<file path="src/source/mul_pkg.sv">
`default_nettype none

package mul_pkg;

  // operand and result width
  localparam int XLEN   = 64;

  // one operand half plus a sign bit
  localparam int HALF_W = 33;

  // product of two halves
  localparam int PP_W   = 2 * HALF_W;

  localparam int TAG_W  = 5;

  // aligned sum of all four partial products
  localparam int SUM_W  = 2 * PP_W - 2;

  typedef enum logic [2:0] {
    MUL_OP_MUL    = 3'd0,  // low 64 bits
    MUL_OP_MULH   = 3'd1,  // signed x signed, high
    MUL_OP_MULHSU = 3'd2,  // signed x unsigned, high
    MUL_OP_MULHU  = 3'd3,  // unsigned x unsigned, high
    MUL_OP_MULW   = 3'd4   // 32-bit word result
  } mul_op_e;

  // decoded control that rides along with the partial products
  typedef struct packed {
    logic src1_signed;
    logic src2_signed;
    logic sel_hi;      // take the upper half of the product
    logic word;        // sign-extend bit 31
  } mul_ctrl_t;

endpackage

`default_nettype wire

</file>
<file path="src/source/mul_stage_if.sv">
`default_nettype none

// registered products and control between the two multiplier stages
interface mul_stage_if import mul_pkg::*; ();

  logic                  valid;
  logic [TAG_W-1:0]      tag;
  mul_ctrl_t             ctrl;

  logic [PP_W-1:0]       pp_ll;  // lo1 x lo2
  logic [PP_W-1:0]       pp_lh;  // lo1 x hi2
  logic [PP_W-1:0]       pp_hl;  // hi1 x lo2
  logic [PP_W-1:0]       pp_hh;  // hi1 x hi2

  modport producer (
    output valid, tag, ctrl,
    output pp_ll, pp_lh, pp_hl, pp_hh
  );

  modport consumer (
    input valid, tag, ctrl,
    input pp_ll, pp_lh, pp_hl, pp_hh
  );

endinterface

`default_nettype wire

</file>
<file path="src/source/mul_sum_stage.sv">
`default_nettype none

module mul_sum_stage import mul_pkg::*; (
  mul_stage_if.consumer     i_stg,

  output logic              o_out_valid,
  output logic [TAG_W-1:0]  o_out_tag,
  output logic [XLEN-1:0]   o_result
);

  localparam int LO_W = XLEN / 2;

  logic [SUM_W-1:0] ll_ext;
  logic [SUM_W-1:0] lh_ext;
  logic [SUM_W-1:0] hl_ext;
  logic [SUM_W-1:0] hh_ext;
  logic [SUM_W-1:0] sum;

  logic [XLEN-1:0]  res_hi;
  logic [XLEN-1:0]  res_lo;
  logic [XLEN-1:0]  res_word;

  // ll has a zero top bit in both halves
  assign ll_ext = {{(SUM_W-PP_W){1'b0}}, i_stg.pp_ll};

  // cross terms sit at bit 32
  assign lh_ext = {{(SUM_W-PP_W-LO_W){i_stg.pp_lh[PP_W-1]}},
                   i_stg.pp_lh, {LO_W{1'b0}}};
  assign hl_ext = {{(SUM_W-PP_W-LO_W){i_stg.pp_hl[PP_W-1]}},
                   i_stg.pp_hl, {LO_W{1'b0}}};

  assign hh_ext = {i_stg.pp_hh, {XLEN{1'b0}}};

  // bits above 127 wrap away
  assign sum = ll_ext + lh_ext + hl_ext + hh_ext;

  assign res_hi   = sum[2*XLEN-1:XLEN];
  assign res_lo   = sum[XLEN-1:0];
  assign res_word = {{LO_W{sum[LO_W-1]}}, sum[LO_W-1:0]};

  always_comb begin
    if (i_stg.ctrl.sel_hi) begin
      o_result = res_hi;
    end else if (i_stg.ctrl.word) begin
      o_result = res_word;
    end else begin
      o_result = res_lo;
    end
  end

  assign o_out_valid = i_stg.valid;
  assign o_out_tag   = i_stg.tag;  // tag returns with its result

endmodule

`default_nettype wire

</file>
<file path="src/flat_wrapper.sv">
// flat-port wrapper written by rule: the top's interface ports become plain ports
module mul_sum_stage_flat import mul_pkg::*;
  (o_out_valid, o_out_tag, o_result, i_stg_valid, i_stg_tag, i_stg_ctrl, i_stg_pp_ll, i_stg_pp_lh, i_stg_pp_hl, i_stg_pp_hh);
  mul_stage_if i_stg_i ();
  output logic o_out_valid;
  output logic [TAG_W-1:0] o_out_tag;
  output logic [XLEN-1:0] o_result;
  input wire logic [$bits(i_stg_i.valid)-1:0] i_stg_valid;
  input wire logic [$bits(i_stg_i.tag)-1:0] i_stg_tag;
  input wire logic [$bits(i_stg_i.ctrl)-1:0] i_stg_ctrl;
  input wire logic [$bits(i_stg_i.pp_ll)-1:0] i_stg_pp_ll;
  input wire logic [$bits(i_stg_i.pp_lh)-1:0] i_stg_pp_lh;
  input wire logic [$bits(i_stg_i.pp_hl)-1:0] i_stg_pp_hl;
  input wire logic [$bits(i_stg_i.pp_hh)-1:0] i_stg_pp_hh;
  assign i_stg_i.valid = i_stg_valid;
  assign i_stg_i.tag = i_stg_tag;
  assign i_stg_i.ctrl = i_stg_ctrl;
  assign i_stg_i.pp_ll = i_stg_pp_ll;
  assign i_stg_i.pp_lh = i_stg_pp_lh;
  assign i_stg_i.pp_hl = i_stg_pp_hl;
  assign i_stg_i.pp_hh = i_stg_pp_hh;
  mul_sum_stage u_core (.i_stg(i_stg_i), .o_out_valid(o_out_valid), .o_out_tag(o_out_tag), .o_result(o_result));
endmodule
</file>
<file path="config.mk">
export PLATFORM = sky130hd
export DESIGN_NAME = mul_sum_stage_flat
export DESIGN_NICKNAME = d
export VERILOG_FILES = /design/src/source/mul_pkg.sv /design/src/source/mul_stage_if.sv /design/src/source/mul_sum_stage.sv /design/src/flat_wrapper.sv
export SDC_FILE = /design/constraint.sdc
export NUM_CORES = 1
export LEC_CHECK = 0
export ABC_AREA = 1
export BUFFER_PORTS_ARGS = -buffer_cell sky130_fd_sc_hd__buf_2
export CAP_MARGIN = 0
export CORE_MARGIN = 2
export CORE_UTILIZATION = 59
export DETAILED_ROUTE_END_ITERATION = 10
export PLACE_DENSITY = 0.91
export REMOVE_ABC_BUFFERS = 1
export SLEW_MARGIN = 30
export SYNTH_ARGS = -nofsm -noshare
export SYNTH_HDL_FRONTEND = slang
export SYNTH_SLANG_ARGS = --single-unit
</file>
<file path="constraint.sdc">
create_clock -name vclk -period 12.92
set_input_delay 2.584 -clock vclk [all_inputs]
set_output_delay 2.584 -clock vclk [all_outputs]
set_load 0.1 [all_outputs]
</file>
==> results.toml <==
[flow_run]
drv_cap = 0

[sta]
rsz0062_at_grt = "false"
slew_violations = 0
setup_violations = 0
min_period_ps = 10640
hold_viol = 0
tightest_slew_ps = 891
max_freq_ghz = 0.0940
finalCritPeriodShare = 0.824
slew_headroom = 0.404
tns_ps = 0

[clock_tree]
cts_hold_buf = 0
postCtsSetupBuffers = 0
cts_resized = 0

[floorplanning]
design.die.area_um2 = 19600
ios = 344
fp.dieW_um = 140
start_util = 0.604
core_area_um2 = 18100
die_y_um = 140
rows = 49

[grt]
grt_overflow = 0
grt_pass1_wl_um = 66900
grt_max_degree = 86
antenna_found_initial = 1
grt_usage = 0.416
grt_pass1_vias = 13882

[outcome]
outcome = "finished with violations"
failed_checks = "design-rule violations"

[finish]
finish.utilization = 0.705
layout_common_cells = "nand2_1, buf_2, inv_1"
diodes = 0
seq_cell_count = 0
syn_to_final_growth_pct = 16.8
clock_buffers = 0
seq_area_um2 = 0
final_nets = 2705
layout_commonest_cell = "nand2_1"
fillCellCount = 1728
drive_gt1_frac = 0.173

[power_and_ir_drop]
p_per_area_nw_per_um2 = 137
vdd_drop_max_uv = 90.6
p_leak_nw = 6.65

[placement]
gpl.final_weighted_congestion = 1.08
port_buffers = 328
dpl.hpwl_um = 37600

[critical_path]
cp.arrival_ps = 8060
cpPeakStageDelay_ps = 540
crit_type = "in -> out"
critPathSlowestCell = "fa_1"
critPathCaptureType = "output port"
required_ps = 10340
start_kind = "input port"
crit_fanout = 30
crit_path_frequent_cell = "nand2_2"

[drt]
routed_wl_um = 42500
wire_per_inst_um = 17.3
num_vias = 14696
drtIter0Drc = 1586
antenna_left = 0
drt-pass1-iter-count = 9
routed_via_density = 5.98
drt_drc_violations_left = 16

[logic_synthesis]
yosys-top-cells-area = "ha_1, nand2_1, a21oi_1"
ys_warn_count = 0
synth_area_per_cell_um2 = 5.68
syn_area_um2 = 10900
synth_top_cell_by_area = "ha_1"
synth_cell_types = 51
synth_cells = 1923
yosys.area.top_type_share = 0.187
ys_seq_area_frac = 0

[hold_path]
min_path_type = "in -> out"
## report_power, final
| part | total (mW) | internal (mW) | switching, mW |
|---|---|---|---|
| Combinational | 1.75 | 0.452 | 1.30 |
| Sequential | 0 | 0 | 0 |
| Clock | 0 | 0 | 0 |
| Total | 1.75 | 0.452 | 1.30 |
## worst paths after layout
check	startpoint	cells past startpoint	slack (ps)	to
setup / recovery	i_stg_pp_hl[1]	25	2280	o_result[61]
hold / removal	i_stg_tag[0]	0	5170	o_out_tag[0]
## per-stage QoR
stage          setup slack, ps  cells  area (um^2)  total power, mW  hold WS (ps)
2_1_floorplan             1680   1900        10800             1.29          5170
3_3_place_gp              2550   2459        12700             1.68          5170
3_5_place_dp              2400   2459        12700             1.70          5170
4_1_cts                   2410   2459        12700             1.70          5170
5_1_grt                   2030   2459        12700             1.87          5170
6_report                  2280   2459        12700             1.75          5170
## logic make-up after synthesis
kind of cell | count (synthesis) | synth area share
AND/OR/NAND/NOR | 846 | 0.320
AO/OA/AOI/OAI | 510 | 0.266
buffers and inverters | 297 | 0.105
adder cells (fa/ha/maj) | 199 | 0.253
XOR/XNOR | 71 | 0.0570
## layer usage
layer | vias to the layer above | GRT usage | wire length [um]
met3 | 168 | 0.0414 | 4200
met5 | - | 0 | 0
met1 | 6555 | 0.527 | 16700
met2 | 938 | 0.724 | 19600
li1 | 7035 | - | -
met4 | 0 | 0.170 | 2110
## worst max-delay path, delay by kind of cell
family / cells / cell delay (ps)
simple gates: 11 / 1300
buf+inv: 4 / 980
fa+ha+maj: 4 / 1730
compound gates: 6 / 1440
## area by class of cell
class	instances	area (um^2)	share of cell area
timing repair buffer	330	1660	0.130
inverter	274	1030	0.0807
tap	229	287	0.0225
multi-input combinational	1626	9770	0.767
## Yosys cell counts (2+ instances only)
master / count
inv_2: 3
or2_2: 3
o21bai_1: 15
a31oi_1: 28
a21boi_1: 4
nand3_1: 86
nand2_2: 15
a22oi_1: 5
nor2_2: 6
o211ai_2: 2
o21ai_2: 7
ha_1: 163
nand4_1: 10
or2_1: 2
and3_1: 3
a211oi_1: 3
nand2_1: 436
buf_1: 2
a21oi_2: 4
or2_0: 3
fa_1: 36
nand3b_1: 3
o21ai_0: 164
xnor2_1: 33
o21a_1: 14
nor2_1: 243
o211ai_1: 4
a31o_2: 3
xor2_1: 38
buf_4: 7
a221oi_1: 2
a21boi_2: 2
o2111ai_1: 3
nor3_1: 20
nor4_1: 9
clkbuf_1: 14
o21ai_1: 14
inv_1: 271
a21o_1: 23
nand3_2: 3
a21oi_1: 206
a21boi_0: 2
No activity file was read; power rests on OpenSTA's default activity.
